$ cat config.mk
export PLATFORM = sky130hd
export DESIGN_NAME = voice_channel
export DESIGN_NICKNAME = d
export VERILOG_FILES = /design/src/mix_pkg.sv /design/src/synth_pkg.sv /design/src/adsr_envelope.sv /design/src/voice_channel.sv
export VERILOG_INCLUDE_DIRS = /design/src /design/src/src
export SDC_FILE = /design/constraint.sdc
export NUM_CORES = 1
export LEC_CHECK = 0
export BUFFER_PORTS_ARGS = -buffer_cell sky130_fd_sc_hd__buf_2
export CORE_ASPECT_RATIO = 0.5
export CORE_UTILIZATION = 58
export CTS_BUF_LIST = sky130_fd_sc_hd__clkbuf_16
export DETAILED_ROUTE_END_ITERATION = 8
export PLACE_DENSITY = 0.77
export SYNTH_ARGS = -nofsm -noshare
export SYNTH_HDL_FRONTEND = slang
export SYNTH_HIERARCHICAL = 1
export SYNTH_SLANG_ARGS = --single-unit
export TNS_END_PERCENT = 50
$ cat constraint.sdc
create_clock -name clk_100mhz -period 5.3 [get_ports clk_100mhz]
set_clock_uncertainty 0.1 [all_clocks]
set_input_delay 0.795 -clock clk_100mhz [delete_from_list [all_inputs] [get_ports clk_100mhz]]
set_output_delay 0.795 -clock clk_100mhz [all_outputs]
set_load 0.02 [all_outputs]
$ cat src/synth_config.svh
`ifndef SYNTH_CONFIG_SVH
`define SYNTH_CONFIG_SVH

// keys and voices
`define SYN_NUM_NOTES 8

////////////////////
// datapath widths
`define SYN_SAMPLE_W 16
`define SYN_PHASE_W 24
`define SYN_ENV_W 16
`define SYN_TABLE_AW 8

////////////////////
// envelope levels and steps per clock
`define SYN_ENV_MAX 16'hFFFF
`define SYN_SUSTAIN_LEVEL 16'h4000
`define SYN_ATTACK_STEP 64
`define SYN_DECAY_STEP 32
`define SYN_RELEASE_STEP 64

// mixer normalization
`define SYN_RECIP_SHIFT 8
`define SYN_MAX_NORM_VOICES 8

`endif

$ cat src/mix_pkg.sv
`default_nettype none

`include "synth_config.svh"

package mix_pkg;

    // unsigned audio sample, midscale is silence for a single voice
    typedef logic [`SYN_SAMPLE_W-1:0] sample_t;

    // 0..NUM_NOTES sounding voices
    typedef logic [$clog2(`SYN_NUM_NOTES+1)-1:0] voice_count_t;

    typedef struct packed {
        voice_count_t voice_count;
        sample_t sample;
    } mix_status_t;

    // approx 256/count, too many voices mutes the mix
    function automatic logic [7:0] recip_factor(input voice_count_t count);
        if (count > `SYN_MAX_NORM_VOICES) begin
            return 8'd0;
        end
        case (count)
            1: return 8'd255;
            2: return 8'd128;
            3: return 8'd85;
            4: return 8'd64;
            5: return 8'd51;
            6: return 8'd42;
            7: return 8'd36;
            8: return 8'd32;
            default: return 8'd0;
        endcase
    endfunction

endpackage

`default_nettype wire

$ cat src/synth_pkg.sv
`default_nettype none

`include "synth_config.svh"

package synth_pkg;

    import mix_pkg::*;

    typedef logic [`SYN_NUM_NOTES-1:0] key_mask_t;

    // gate is the held level, trigger pulses on the press
    typedef struct packed {
        logic gate;
        logic trigger;
    } key_event_t;

    typedef logic [`SYN_ENV_W-1:0] env_t;
    typedef logic [`SYN_PHASE_W-1:0] phase_t;

    typedef enum logic [2:0] {
        ENV_IDLE,
        ENV_ATTACK,
        ENV_DECAY,
        ENV_SUSTAIN,
        ENV_RELEASE
    } env_state_e;

    typedef struct packed {
        logic sounding;
        sample_t sample;
    } voice_out_t;

    // just major scale, ratios x240, next octave doubles the step
    function automatic phase_t note_increment(input int unsigned note);
        int unsigned ratio;
        case (note % 8)
            0: ratio = 240;
            1: ratio = 270;
            2: ratio = 300;
            3: ratio = 320;
            4: ratio = 360;
            5: ratio = 400;
            6: ratio = 450;
            default: ratio = 480;
        endcase
        return phase_t'((ratio * 64) << (note / 8));
    endfunction

endpackage

`default_nettype wire

$ cat src/adsr_envelope.sv
`timescale 1ns/1ps
`default_nettype none

`include "synth_config.svh"

module adsr_envelope (
    input wire logic clk_100mhz,
    input wire logic sys_rst,
    input wire synth_pkg::key_event_t key_event,
    output synth_pkg::env_t envelope,
    output logic sounding
);

    import synth_pkg::*;

    env_state_e state;

    ////////////////////
    // linear segments, saturating at both ends
    always_ff @(posedge clk_100mhz) begin
        if (sys_rst) begin
            state <= ENV_IDLE;
            envelope <= '0;
        end else if (key_event.trigger) begin
            // retrigger restarts attack from the present level
            state <= ENV_ATTACK;
        end else begin
            case (state)
                ENV_ATTACK: begin
                    if (!key_event.gate) begin
                        state <= ENV_RELEASE;
                    end else if (envelope >= `SYN_ENV_MAX - `SYN_ATTACK_STEP) begin
                        envelope <= `SYN_ENV_MAX;
                        state <= ENV_DECAY;
                    end else begin
                        envelope <= env_t'(envelope + `SYN_ATTACK_STEP);
                    end
                end
                ENV_DECAY: begin
                    if (!key_event.gate) begin
                        state <= ENV_RELEASE;
                    end else if (envelope <= `SYN_SUSTAIN_LEVEL + `SYN_DECAY_STEP) begin
                        envelope <= `SYN_SUSTAIN_LEVEL;
                        state <= ENV_SUSTAIN;
                    end else begin
                        envelope <= env_t'(envelope - `SYN_DECAY_STEP);
                    end
                end
                ENV_SUSTAIN: begin
                    // hold while the key is down
                    if (!key_event.gate) begin
                        state <= ENV_RELEASE;
                    end
                end
                ENV_RELEASE: begin
                    if (envelope <= `SYN_RELEASE_STEP) begin
                        envelope <= '0;
                        state <= ENV_IDLE;
                    end else begin
                        envelope <= env_t'(envelope - `SYN_RELEASE_STEP);
                    end
                end
                default: begin
                    state <= ENV_IDLE;
                end
            endcase
        end
    end

    assign sounding = (state != ENV_IDLE);

    // attack only climbs and never wraps past the peak
    assert property (@(posedge clk_100mhz) disable iff (sys_rst)
        (state == ENV_ATTACK) |=>
            (envelope >= $past(envelope)) && (envelope <= `SYN_ENV_MAX));

endmodule

`default_nettype wire

$ cat src/voice_channel.sv
`timescale 1ns/1ps
`default_nettype none

`include "synth_config.svh"

module voice_channel #(
    parameter int NOTE_INDEX = 0,
    parameter bit USE_SAW = 1'b0
) (
    input wire logic clk_100mhz,
    input wire logic sys_rst,
    input wire synth_pkg::key_event_t key_event,
    output synth_pkg::voice_out_t voice
);

    import synth_pkg::*;
    import mix_pkg::*;

    localparam phase_t PHASE_STEP = note_increment(NOTE_INDEX);
    localparam int HALF_TABLE = 2 ** (`SYN_TABLE_AW - 1);

    phase_t phase;
    env_t envelope;
    logic sounding;
    sample_t wave;
    sample_t wave_q;
    env_t env_q;
    logic sounding_q;
    sample_t sample_q;
    logic [`SYN_SAMPLE_W+`SYN_ENV_W-1:0] product;

    // bhaskara approximation, exact at zero crossings and peaks
    function automatic sample_t sine_entry(input int unsigned idx);
        longint n;
        longint num;
        longint den;
        longint mag;
        n = idx % HALF_TABLE;
        num = 16 * n * (HALF_TABLE - n);
        den = 5 * HALF_TABLE * HALF_TABLE - 4 * n * (HALF_TABLE - n);
        mag = (32767 * num) / den;
        if (idx < HALF_TABLE) begin
            return sample_t'(32768 + mag);
        end
        return sample_t'(32768 - mag);
    endfunction

    adsr_envelope u_envelope (
        .clk_100mhz(clk_100mhz),
        .sys_rst(sys_rst),
        .key_event(key_event),
        .envelope(envelope),
        .sounding(sounding)
    );

    // phase runs only while held, press restarts the cycle
    always_ff @(posedge clk_100mhz) begin
        if (sys_rst || key_event.trigger) begin
            phase <= '0;
        end else if (key_event.gate) begin
            phase <= phase + PHASE_STEP;
        end
    end

    ////////////////////
    // waveform select
    generate
        if (USE_SAW) begin : g_saw
            // saw is the phase itself
            assign wave = phase[`SYN_PHASE_W-1 -: `SYN_SAMPLE_W];
        end else begin : g_sine
            sample_t sine_rom [2**`SYN_TABLE_AW];
            initial begin
                for (int i = 0; i < 2 ** `SYN_TABLE_AW; i++) begin
                    sine_rom[i] = sine_entry(i);
                end
            end
            assign wave = sine_rom[phase[`SYN_PHASE_W-1 -: `SYN_TABLE_AW]];
        end
    endgenerate

    // stage 1, wave and envelope side by side
    always_ff @(posedge clk_100mhz) begin
        wave_q <= wave;
        env_q <= envelope;
    end

    assign product = wave_q * env_q;

    // stage 2, scaled sample, zero when silent
    always_ff @(posedge clk_100mhz) begin
        if (sys_rst) begin
            sounding_q <= 1'b0;
            sample_q <= '0;
        end else begin
            sounding_q <= sounding;
            sample_q <= sounding_q ? product[$high(product) -: `SYN_SAMPLE_W] : '0;
        end
    end

    // sounding leaves straight from the envelope FSM
    assign voice = '{sounding: sounding, sample: sample_q};

endmodule

`default_nettype wire

# Yosys cells after proc, flatten, opt, wreduce, memory -nomap -nowiden
# Memories as Yosys holds them, arrays and structs flattened. A register that Yosys moved wholly into a read port is not among the register bits.
# Index checks and enable logic that the tools add are counted.
dict set report op_classes {
  n_addsub 4
  mul 1
  magnitude_cmp 3
  n_eq_ne 14
  muxes 14
  bitwise 2
  n_reduce_logical 8
}
# cell count
set op_table {}
lappend op_table {{16-bit two-way mux} 5}
lappend op_table {{16-bit case mux with 3 select lines} 1}
lappend op_table {{16-bit by 16-bit multiplier with 32-bit output} 1}
lappend op_table {{24-bit by 14-bit adder with 24-bit output, second input constant} 1}
lappend op_table {{3-bit two-way mux} 6}
lappend op_table {{16-bit by 7-bit adder with 16-bit output, second input constant} 1}
lappend op_table {{16-bit >= comparator, second input constant} 1}
lappend op_table {{16-bit by 15-bit less-or-equal comparator with 1-bit output, second input constant} 1}
lappend op_table {{16-bit by 7-bit less-or-equal comparator with 1-bit output, second input constant} 1}
lappend op_table {{16-bit by 6-bit subtractor with 16-bit output, second input constant} 1}
lappend op_table {{16-bit by 7-bit subtractor with 16-bit output, second input constant} 1}
lappend op_table {{3-bit case mux with 4 select lines} 1}
lappend op_table {{4-bit AND reduction} 3}
lappend op_table {{3-bit by 2-bit inequality test with 1-bit output, second input constant} 3}
lappend op_table {{4-bit by 3-bit inequality test with 1-bit output, second input constant} 2}
lappend op_table {{3-bit by 2-bit equality test with 1-bit output, second input constant} 2}
lappend op_table {{2-bit inequality test, second input constant} 3}
lappend op_table {{3-bit nonzero test} 2}
lappend op_table {{2-bit OR reduction} 2}
lappend op_table {{3-bit by 1-bit equality test with 1-bit output, second input constant} 1}
lappend op_table {{3-bit equality test, second input constant} 1}
lappend op_table {{3-bit inequality test, second input constant} 1}
lappend op_table {{2-bit by 1-bit inequality test with 1-bit output, second input constant} 1}
lappend op_table {{1-bit inverter} 2}
lappend op_table {{2 further kinds} 2}
dict set report totals {
  ff_bits 76
  romBits 4096
  inputBits 4
  out_inout_bits 17
  wordCells 54
  n_memories 1
}
# name depth word_bits read_ports rd_ports_with_merged_regs write_ports line
set mem_list {}
lappend mem_list {g_sine.sine_rom 256 16 1 1 0 voice_channel.sv:72} ;# sample_t sine_rom [2**`SYN_TABLE_AW];

# Longest topological paths before layout
# Gate-level depths: netlist (run 1).
dict set report depth {
  word_depth 5
  mapped_depth 23
  depth_no_buf 22
}

# Modules after synthesis
# Netlist (run 1), hierarchy kept.
# mod instances cells_per_inst area_per_inst_um2 seq_area_each_um2
set modules_own_cells {}
lappend modules_own_cells {voice_channel 1 1883 14497.7 1261.2}
lappend modules_own_cells {adsr_envelope 1 221 1569.0 300.3}

# Least setup slack after synthesis (run 1)
# Ideal clock, no wire load.
dict set report synth_path {
  path_type {reg-to-reg}
  start {register env_q[7]}
  end {register sample_q[14]}
  setup_ns 0.062
  arrival_ns 5.456
  required_ns 5.138
  slack_ns -0.317
  stages_incl_launch_ff 21
  n_path_buf 1
  synth_period_minus_slack_ns 5.617
  path_cell_list {dfxtp_1 clkbuf_1 nand2_1 fa_1 inv_1 fa_1 fa_1 fa_1 fa_1 inv_1 fa_1 inv_1 ha_1 a21oi_2 o211ai_2 a211oi_2 o2111ai_2 nand3_2 o21ai_2 or4_1 nand3_1}
}
dict set report synth_between {
  elab_chain_len 1
}
# item line
set synth_lines {}
lappend synth_lines {{start, declared} voice_channel.sv:27} ;# env_t env_q;
lappend synth_lines {{start signal, assigned} voice_channel.sv:85} ;# env_q <= envelope;
lappend synth_lines {{16-bit by 16-bit multiplier with 32-bit output} voice_channel.sv:88} ;# assign product = wave_q * env_q;
lappend synth_lines {{end signal, assigned} voice_channel.sv:97} ;# sample_q <= sounding_q ? product[$high(product) -: `SYN_SAMPLE_W] : '0;
lappend synth_lines {{end, declared} voice_channel.sv:29} ;# sample_t sample_q;
# Every way passes these cells.
# A chain may end at the register's enable or synchronous reset.

# Worst setup path in the final report (run 1)
dict set report layout_path {
  start {register wave_q[7], read port of g_sine.sine_rom}
  end {register sample_q[14]}
}
dict set report layout_between {
  elab_chain_len 1
}
# item line
set layout_lines {}
lappend layout_lines {{start, declared} voice_channel.sv:26} ;# sample_t wave_q;
lappend layout_lines {{16-bit by 16-bit multiplier with 32-bit output} voice_channel.sv:88}
# Every way passes these cells.

==> flow_summary.toml, run 1 <==
[pwr]
peakVddDrop_v = 0.0001658
leakage_uw = 0.007756
p_per_area_nw_per_um2 = 73.85

[route]
final_antenna_net_count = 0
detailed_route_wire_length_per_cell_um = 20.68
firstDrtPassIters = 6
detailroute.via_count = 15744
vias_per_cell = 6.392
drt_wl_total_um = 50950
number_of_remaining_drc_errors = 0
violation_count_after_the_first_detailed_routing_iteration = 2074

[final_layout]
layout-drive-gt1-share_pct = 13.98
finish.utilization_pct = 65.42
nNetsFinal = 2430
synthToLayoutAreaGrowth_pct = 9.127

[clock_tree]
clock-root-buffer = "sky130_fd_sc_hd__clkbuf_16"
ctsLongestPathBuffers = 2
clock_tree_from_tritoncts = "yes"
worst_setup_hold_path_clk_slew_ps = 70
cts.htree.levels = 3
clock_insertion_delay_worst_skew_ps = 360
clock_sinks = 78
post_cts_hold_buffer_count = 0
cts_made_buffers = 9

[sta]
finalHoldViolations = 0
max_slew_margin_pct = 17.85
layout_min_cycle_time_ps = 5620
clock.fmax_mhz = 177.9
finalCritPeriodShare_pct = 106.0
unrepaired_setup_endpoints_after_global_routing = "yes"
timing.final.max_slew_violations = 0
setup_viol = 16
post-route-worst-setup-slack_ps = -319.6
timing_worst_slew_pin_value_ps = 1230

[placement]
gp_routability_congestion = 1.107
port_buffers = 20
hpwl_um = 37550
dpl_worst_slack_ps = -541.7

[worst_setup_path]
timing.rr.start = "wave_q[7]$_DFF_P_"
critical_path_required_ps = 5510
ff2ff_setup_slack_ps = -320
rr_endpoint = "sample_q[14]$_SDFF_PP0_"
setup.worst_path.end = "sample_q[14]$_SDFF_PP0_"
critical_path.endpoint_type = "flip-flop"
arrival_ps = 5820
r2r_cells = 20
timing.critical_path.from_type = "flip-flop"
crit_path_start = "wave_q[7]$_DFF_P_"
path_max_fanout = 7
timing.setup.critical_path_class = "reg -> reg"

[synthesis]
synthesis.area_um2 = 16070
synth_seq_cells = 78
leading_post_synthesis_cells_by_cell_area = "sky130_fd_sc_hd__fa_1, sky130_fd_sc_hd__ha_1, sky130_fd_sc_hd__dfxtp_1"
synth-main-ff-cell = "sky130_fd_sc_hd__dfxtp_1"
postSynthCellCount = 2104
postSynth.asyncResetShare_pct = 0
distinct_cell_type_count_of_the_synthesized_netlist = 90
synth_commonest_cells = "sky130_fd_sc_hd__nand2_1, sky130_fd_sc_hd__inv_1, sky130_fd_sc_hd__fa_1"
synthesis.yosys.warnings = 6
synth_area_per_cell_um2 = 7.636
seq_area_frac_synth_pct = 9.719
area_share_of_the_largest_cell_type_after_synthesis_pct = 24.05
synthMostInstantiatedCell = "sky130_fd_sc_hd__nand2_1"
synth-edff-count = 0
synth.net_count = 2429
yosys.area.top_type = "sky130_fd_sc_hd__fa_1"

[global_routing]
antenna_found_initial = 2
grt_use_total_pct = 35.86
via_count_of_the_first_global_routing_pass = 15023
grt_pass1_wl_um = 79930
grt_start_max_net_pins = 83
globalRoute.totalOverflow = 0

[floorplanning]
rows = 42
die-area_um2 = 28410
coreArea_um2 = 26800
io_pins = 21
start_util_pct = 59.95
vertical_extent_of_the_die_um = 119.7
die_width_um = 237.4

[outcome]
run_status = "finished, violations left"
violations = "setup timing"

[run]
max_cap_viol_count = 0

[worst_hold_path]
number_of_instances_on_the_worst_hold_path = 0
holdCritPathClass = "reg -> reg"
[flip-flops by register name (all words and copies together), names as in the netlist]
name / flops
phase: 14
u_envelope/state: 3
wave_q: 16
env_q: 16
sounding_q: 1
u_envelope/envelope: 12
sample_q: 16
[power by group]
group	leakage [uW]	internal, uW	switching [uW]	total, uW
clock	0.000149	335	305	640
combinational	0.00696	25.5	39.7	65.1
sequential	0.000651	580	9.82	589
[stage by stage]
| stage | setup TNS (ps) | instance area [um2] | hold slack (ps) | instances | power [uW] |
|---|---|---|---|---|---|
| after floorplan | -16.80 | 16230 | 225.8 | 2104 | 658.8 |
| after global placement | -4705 | 16770 | 347.2 | 2429 | 672.9 |
| after detailed placement | -6613 | 16770 | 349.9 | 2429 | 674.4 |
| after CTS | -1496 | 17410 | 361.2 | 2456 | 1301 |
| after global routing | -5637 | 17530 | 372.4 | 2462 | 1329 |
| final | -2898 | 17530 | 364.3 | 2463 | 1295 |
[cells in the final DEF (no fill, tap or decap), types with 18 or more instances in the layout]
cell type | Yosys | final
sky130_fd_sc_hd__dfxtp_4 | 0 | 22
sky130_fd_sc_hd__o211ai_1 | 23 | 23
sky130_fd_sc_hd__buf_2 | 59 | 20
sky130_fd_sc_hd__nand2b_1 | 25 | 25
sky130_fd_sc_hd__and2_1 | 117 | 110
sky130_fd_sc_hd__a21oi_1 | 127 | 123
sky130_fd_sc_hd__nor3_1 | 38 | 38
sky130_fd_sc_hd__a211oi_1 | 27 | 26
sky130_fd_sc_hd__dfxtp_1 | 78 | 49
sky130_fd_sc_hd__buf_4 | 21 | 121
sky130_fd_sc_hd__o21ai_0 | 114 | 113
sky130_fd_sc_hd__o21ai_1 | 18 | 18
sky130_fd_sc_hd__nor2b_1 | 28 | 28
sky130_fd_sc_hd__nand3_1 | 33 | 33
sky130_fd_sc_hd__nor2_1 | 150 | 150
sky130_fd_sc_hd__inv_1 | 240 | 234
sky130_fd_sc_hd__ha_1 | 128 | 118
sky130_fd_sc_hd__a31oi_1 | 33 | 31
sky130_fd_sc_hd__nand2_1 | 287 | 283
sky130_fd_sc_hd__fa_1 | 193 | 189
[worst max-delay path: stages (launching register included)]
cell and delay [ps]:
sky130_fd_sc_hd__dfxtp_4 390, sky130_fd_sc_hd__buf_6 150, sky130_fd_sc_hd__buf_4 140, sky130_fd_sc_hd__and2_1 170, sky130_fd_sc_hd__fa_1 550, sky130_fd_sc_hd__fa_1 440, sky130_fd_sc_hd__fa_1 460, sky130_fd_sc_hd__fa_1 500
sky130_fd_sc_hd__inv_1 50, sky130_fd_sc_hd__fa_1 470, sky130_fd_sc_hd__inv_1 40, sky130_fd_sc_hd__ha_1 270, sky130_fd_sc_hd__ha_1 350, sky130_fd_sc_hd__nand2_1 160, sky130_fd_sc_hd__o211ai_2 140, sky130_fd_sc_hd__a211oi_4 250
sky130_fd_sc_hd__o2111ai_4 200, sky130_fd_sc_hd__nand3_2 160, sky130_fd_sc_hd__o21ai_2 90, sky130_fd_sc_hd__or4_1 400, sky130_fd_sc_hd__nand3_1 90
[worst min path at each step]
stage                         to  slack (ps)                                  from
2_1_floorplan  env_q[12]$_DFF_P_         230  u_envelope/envelope[12]$_SDFFE_PP0P_
3_3_place_gp    env_q[1]$_DFF_P_         350   u_envelope/envelope[3]$_SDFFE_PP0P_
3_5_place_dp    env_q[1]$_DFF_P_         350   u_envelope/envelope[3]$_SDFFE_PP0P_
4_1_cts         env_q[2]$_DFF_P_         360   u_envelope/envelope[3]$_SDFFE_PP0P_
5_1_grt         env_q[1]$_DFF_P_         370   u_envelope/envelope[3]$_SDFFE_PP0P_
6_report        env_q[2]$_DFF_P_         360   u_envelope/envelope[3]$_SDFFE_PP0P_
[cell type report]
class                           instances  area (um2)
Multi-Input combinational cell       1623       13090
Fill cell                            2275        9268
Sequential cell                        78        1653
Timing Repair Buffer                  149        1134
Inverter                              244       915.9
Tap cell                              352       440.4
Clock buffer                            9       225.2
Clock inverter                          7       76.32
Antenna cell                            1       2.502
[kinds of logic after synthesis]
logic type               Yosys count  share of synthesized area (%)
flip-flops                        78                          9.719
adder cells (fa/ha/maj)          322                          34.08
XOR/XNOR                          32                          1.744
AO/OA/AOI/OAI                    493                          19.82
buffers and inverters            403                          10.60
AND/OR/NAND/NOR                  759                          22.56
multiplexers                      17                          1.480
[layer usage]
layer | track usage (%) | vias to the layer above | part of all wire, %
met3 | 7.867 | 215 | 11
li1 | - | 7056 | -
met2 | 55.79 | 1057 | 44
met1 | 47.43 | 7414 | 39
met5 | 0 | - | 0.026
met4 | 17.74 | 2 | 5.3
[what timing repair did]
action,4_1_cts,5_1_grt
buffers inserted,11,6
pin swaps,21,20
hold endpoints to repair,0,0
resized for setup,68,19
setup endpoints to repair,16,16
No activity file was read; power rests on OpenSTA's default activity.
==> run 2, diff against run 1 <==
- CELL_PAD_IN_SITES_DETAIL_PLACEMENT: default -> 1
- CELL_PAD_IN_SITES_GLOBAL_PLACEMENT: default -> 1
- CORE_UTILIZATION: 58 -> 45
- PLACE_DENSITY: 0.77 -> default
- PLACE_DENSITY_LB_ADDON: default -> 0.1
==> run 2 against run 1 <==
The flow still finishes with violations (setup timing); largest cell class unchanged; die area rose by 29%; clock power rose by 0.6%; core utilization fell by 14 points; final cell count rose by 5.5%; highest routed layer unchanged; global-route usage fell by 3.4 points; non-clock buffer count rose by 14; sequential share of layout area fell by 0.15 points; power rose by 0.50%; first-iteration DRC count fell by 41%; combinational power rose by 3.1%; hold slack improved by 50 ps.
==> flow_summary.toml, run 2 (synthesis results as in run 1) <==
[outcome]
run_status = "finished, violations left"
violations = "setup timing"

[final_layout]
mostFrequentLayoutCell = "sky130_fd_sc_hd__nand2_1"
biggestRegsByFlops = "env_q: 16 flops, sample_q: 16 flops, wave_q: 16 flops"
most-common-layout-cells = "sky130_fd_sc_hd__nand2_1, sky130_fd_sc_hd__inv_1, sky130_fd_sc_hd__fa_1, sky130_fd_sc_hd__nor2_1, sky130_fd_sc_hd__buf_4"
filler_cells = 4298
layout-drive-gt1-share_pct = 15.49
nNetsFinal = 2444
final_cell_area_excluding_filler_cells_um2 = 17880
synthToLayoutAreaGrowth_pct = 11.28
finish.utilization_pct = 51.33
antenna_cells_inserted = 0

[sta]
finalHoldViolations = 0
setup_viol = 16
max_slew_margin_pct = 27.95
unrepaired_setup_endpoints_after_global_routing = "yes"
clock.fmax_mhz = 172.7
post-route-worst-setup-slack_ps = -490.4
layout_min_cycle_time_ps = 5790
timing_worst_slew_pin_value_ps = 1081
finalCritPeriodShare_pct = 109.3
timing.final.max_slew_violations = 0

[clock_tree]
ctsLongestPathBuffers = 2
cts_made_buffers = 9
worst_setup_hold_path_clk_slew_ps = 80
clock-root-buffer = "sky130_fd_sc_hd__clkbuf_16"
post_cts_hold_buffer_count = 0
cts.htree.levels = 3
clock_insertion_delay_worst_skew_ps = 360
clock_sinks = 78
clock_tree_from_tritoncts = "yes"

[floorplanning]
coreArea_um2 = 34830
start_util_pct = 46.12
io_pins = 21
die_width_um = 269.2
vertical_extent_of_the_die_um = 135.6
die-area_um2 = 36510
rows = 48

[worst_hold_path]
holdCritPathClass = "reg -> reg"

[route]
drt_wl_total_um = 59620
violation_count_after_the_first_detailed_routing_iteration = 1224
detailroute.via_count = 15722
detailed_route_wire_length_per_cell_um = 22.94
vias_per_cell = 6.049
final_antenna_net_count = 0
firstDrtPassIters = 5
number_of_remaining_drc_errors = 0

[worst_setup_path]
timing.critical_path.from_type = "flip-flop"
timing.setup.critical_path_class = "reg -> reg"
critical_path_required_ps = 5420
path_max_fanout = 11
arrival_ps = 5910
critical_path.endpoint_type = "flip-flop"

[run]
max_cap_viol_count = 0

[global_routing]
antenna_found_initial = 2
grt_use_total_pct = 32.49
globalRoute.totalOverflow = 0
grt_pass1_wl_um = 91830
grt_start_max_net_pins = 78
via_count_of_the_first_global_routing_pass = 16045

[placement]
gp_routability_congestion = 0.9904
hpwl_um = 44350
placed_area_um2 = 17050
port_buffers = 20

[pwr]
peakVddDrop_v = 0.0001287
p_per_area_nw_per_um2 = 72.78
leakage_uw = 0.007826
-- run 2: cell types whose count changed in the layout (fill, tap and decap cells not counted), sizes merged --
cell / change
clkinvlp: +2
buf: +14
diode: -1
clkinv: -3
inv: +1
-- run 2: final timing paths --
kind / startpoint / end / slack (ps) / cells after the start
min: u_envelope/envelope[15]$_SDFFE_PP0P_ / env_q[15]$_DFF_P_ / 410 / 0
min reg2reg: u_envelope/envelope[15]$_SDFFE_PP0P_ / env_q[15]$_DFF_P_ / 410 / 0
max: wave_q[8]$_DFF_P_ / sample_q[15]$_SDFF_PP0_ / -490 / 19
max reg2reg: wave_q[8]$_DFF_P_ / sample_q[15]$_SDFF_PP0_ / -490 / 19
-- run 2: area by class of cell --
class	instances	area, um2	share of cell area, %
multi-input combinational	1623	13130	73.45
timing repair buffer	163	1292	7.229
clock buffer	9	225.2	1.260
sequential	78	1658	9.272
tap	475	594.3	3.324
inverter	244	915.9	5.122
clock inverter	7	61.31	0.3429
-- run 2: critical path, cell delays in order, from the launching register on --
cell and delay, ps:
sky130_fd_sc_hd__dfxtp_2 340, sky130_fd_sc_hd__buf_12 130, sky130_fd_sc_hd__nand2_1 90, sky130_fd_sc_hd__fa_1 550, sky130_fd_sc_hd__inv_1 50, sky130_fd_sc_hd__fa_1 510, sky130_fd_sc_hd__fa_2 650, sky130_fd_sc_hd__fa_1 440
sky130_fd_sc_hd__fa_2 580, sky130_fd_sc_hd__fa_1 440, sky130_fd_sc_hd__ha_4 310, sky130_fd_sc_hd__nand4_1 160, sky130_fd_sc_hd__nor2_1 140, sky130_fd_sc_hd__nand2_1 130, sky130_fd_sc_hd__o2111ai_4 290, sky130_fd_sc_hd__nand3_2 150
sky130_fd_sc_hd__buf_4 170, sky130_fd_sc_hd__o211ai_2 140, sky130_fd_sc_hd__nand3_1 100, sky130_fd_sc_hd__nor3b_1 150
-- run 2: per-layer routing --
layer	global-route usage, %	part of all wire [%]	up-vias
met1	41.33	41	7823
met4	15.08	4.8	2
met3	4.926	7.2	166
met5	0	0.022	-
met2	54.74	47	652
li1	-	-	7079
-- run 2: where the power goes --
group / internal [uW] / switching (uW) / total, uW / leakage, uW
combinational: 25.6 / 41.5 / 67.1 / 0.00704
clock: 329 / 315 / 644 / 0.000137
sequential: 580 / 10.0 / 590 / 0.000653
-- run 2: timing repair --
action                                  CTS  global route
buffers inserted                         13            10
pin swaps                                37            29
gates resized for setup                  74            35
hold endpoints to repair                  0             0
endpoints found under the setup margin   16            16
-- run 2: stage by stage --
stage | setup slack [ps] | power, uW | hold slack [ps] | cells | setup TNS, ps
6_report | -490.4 | 1301 | 414.1 | 2599 | -5055
5_1_grt | -654.2 | 1344 | 430.4 | 2599 | -7761
4_1_cts | -384.3 | 1319 | 415.8 | 2589 | -3940
3_5_place_dp | -510.1 | 678.1 | 404.3 | 2561 | -6144
3_3_place_gp | -369.1 | 676.2 | 386.0 | 2561 | -4192
2_1_floorplan | -16.80 | 658.8 | 225.8 | 2104 | -16.80
==> run 3, diff against run 2 <==
- CORE_ASPECT_RATIO: 0.5 -> default
- CORE_UTILIZATION: 45 -> 54
- clock period: 5.3 -> 7.49 ns (I/O delays scaled with it)
==> run 3 against run 2 <==
The run now ends clean; critical path depth unchanged; power down 25%; routed wire length up 11%; die area down 17%; flip-flop and latch count unchanged; global-route usage up 12 points; first-iteration DRC count up 25%; sequential power down 28%; clock power down 22%; sequential share of layout area up 0.35 points; non-clock buffer count down 120; largest power group unchanged.
==> flow_summary.toml, run 3 (synthesis results as in run 1) <==
[outcome]
run_status = "completed"

[clock_tree]
post_cts_hold_buffer_count = 0
cts_setup_buffers = 0
worst_setup_hold_path_clk_slew_ps = 70
clock-root-buffer = "sky130_fd_sc_hd__clkbuf_16"
cts_repair_resize_count = 0
clock_tree_from_tritoncts = "yes"
ctsLongestPathBuffers = 2
clock_insertion_delay_worst_skew_ps = 380
cts_made_buffers = 9
cts.htree.levels = 3
clock_sinks = 78

[final_layout]
synthToLayoutAreaGrowth_pct = 1.916
final_cell_area_excluding_filler_cells_um2 = 16370
layout-drive-gt1-share_pct = 5.838
nNetsFinal = 2324
biggestRegsByFlops = "env_q: 16 flops, sample_q: 16 flops, wave_q: 16 flops"
filler_cells = 3615
most-common-layout-cells = "sky130_fd_sc_hd__nand2_1, sky130_fd_sc_hd__inv_1, sky130_fd_sc_hd__fa_1, sky130_fd_sc_hd__nor2_1, sky130_fd_sc_hd__ha_1"
mostFrequentLayoutCell = "sky130_fd_sc_hd__nand2_1"

[sta]
max_slew_margin_pct = 23.15
unrepaired_setup_endpoints_after_global_routing = "no"
finalCritPeriodShare_pct = 90.36
finalHoldViolations = 0
post-route-worst-setup-slack_ps = 721.7
timing_worst_slew_pin_value_ps = 1151
setup_viol = 0
timing.final.max_slew_violations = 0
clock.fmax_mhz = 147.7
layout_min_cycle_time_ps = 6768
timing.setup.tns_ps = 0

[global_routing]
grt_start_max_net_pins = 78
grt_use_total_pct = 44.13
globalRoute.totalOverflow = 0
via_count_of_the_first_global_routing_pass = 17185
antenna_found_initial = 2
grt_pass1_wl_um = 102100

[worst_setup_path]
timing.setup.critical_path_class = "reg -> reg"
critPathSlowestCell = "sky130_fd_sc_hd__dfxtp_1"
critical_path_required_ps = 7650
critical_path.most_common_cell = "sky130_fd_sc_hd__fa_1"
arrival_ps = 6930
ff2ff_setup_slack_ps = 720
worst_path_dominant_cell_family = "adder cells"
critPathBufInv = 3
critical_path.endpoint_type = "flip-flop"
path_max_fanout = 16
worst_path_largest_cell_delay_ps = 930
timing.critical_path.from_type = "flip-flop"
timing.critical_path.cells = "nand2_1 > fa_1 > fa_1 > fa_1 > inv_1 > fa_1 > fa_1 > inv_1 > fa_1 > inv_1 > ha_1 > a21oi_1 > o21a_1 > nand3b_1 > o21ai_0 > a31oi_1 > a21oi_1 > xor2_1 > nor2_1"

[pwr]
leakage_uw = 0.007182
p_int_uw = 726.9
power_uw = 975.9
share_seq_of_total_power_pct = 43.7
power.share.switching_pct = 25.52
peakVddDrop_v = 0.0001701
comb_power_share_pct = 4.6
net-switching-power_uw = 249.0
share_clk_of_total_power_pct = 51.7
p_per_area_nw_per_um2 = 59.60

[floorplanning]
start_util_pct = 55.38
vertical_extent_of_the_die_um = 174.5
rows = 62
die_width_um = 174.5
coreArea_um2 = 29010
die-area_um2 = 30450
io_pins = 21

[placement]
gp_routability_congestion = 1.009
port_buffers = 20
placed_area_um2 = 16050
dpl_worst_slack_ps = 948.3
hpwl_um = 46770

[route]
number_of_remaining_drc_errors = 0
vias_per_cell = 6.769
violation_count_after_the_first_detailed_routing_iteration = 1527
detailed_route_wire_length_per_cell_um = 27.68
drt_wl_total_um = 66150
final_antenna_net_count = 0
firstDrtPassIters = 5
detailroute.via_count = 16177

[run]
max_cap_viol_count = 0

[worst_hold_path]
holdCritPathClass = "reg -> reg"
## run 3: path summary, 6_finish.rpt
check	startpoint	endpoint	depth (start not counted)
hold reg to reg	u_envelope/envelope[3]$_SDFFE_PP0P_	env_q[1]$_DFF_P_	0
setup reg to reg	wave_q[7]$_DFF_P_	sample_q[12]$_SDFF_PP0_	19
setup / recovery	wave_q[7]$_DFF_P_	sample_q[12]$_SDFF_PP0_	19
hold / removal	u_envelope/envelope[3]$_SDFFE_PP0P_	env_q[1]$_DFF_P_	0
## run 3: metrics by stage
step	util, %	instances	hold WS (ps)
6_report	56.44	2390	407.3
3_3_place_gp	55.31	2372	379.7
5_1_grt	56.42	2388	415.7
2_1_floorplan	-	2104	225.8
4_1_cts	56.42	2388	399.7
3_5_place_dp	55.31	2372	387.3
## run 3: cell type report
type,instances,area (um2),share of cell area (%)
Antenna cell,2,5.005,0.03056
Multi-Input combinational cell,1623,12800,78.18
Sequential cell,78,1575,9.620
Clock buffer,9,225.2,1.375
Clock inverter,7,97.59,0.5960
Tap cell,384,480.5,2.934
Timing Repair Buffer,43,272.8,1.666
Inverter,244,915.9,5.593
## run 3: power groups by stage
stage / Sequential [uW] / Clock, uW / Combinational [uW]
3_3_place_gp: 435 / 0 / 41.1
2_1_floorplan: 430 / 0 / 36.0
3_5_place_dp: 435 / 0 / 43.1
6_report: 426 / 505 / 45.0
5_1_grt: 427 / 527 / 49.5
4_1_cts: 426 / 512 / 44.1
## run 3: per-layer routing
metal | GRT usage [%] | wire length [um] | vias up
met1 | 54.00 | 24950 | 8057
met2 | 72.06 | 31010 | 1012
li1 | - | - | 6826
met5 | 0 | 0 | -
met4 | 25.43 | 4070 | 0
met3 | 9.164 | 6123 | 282
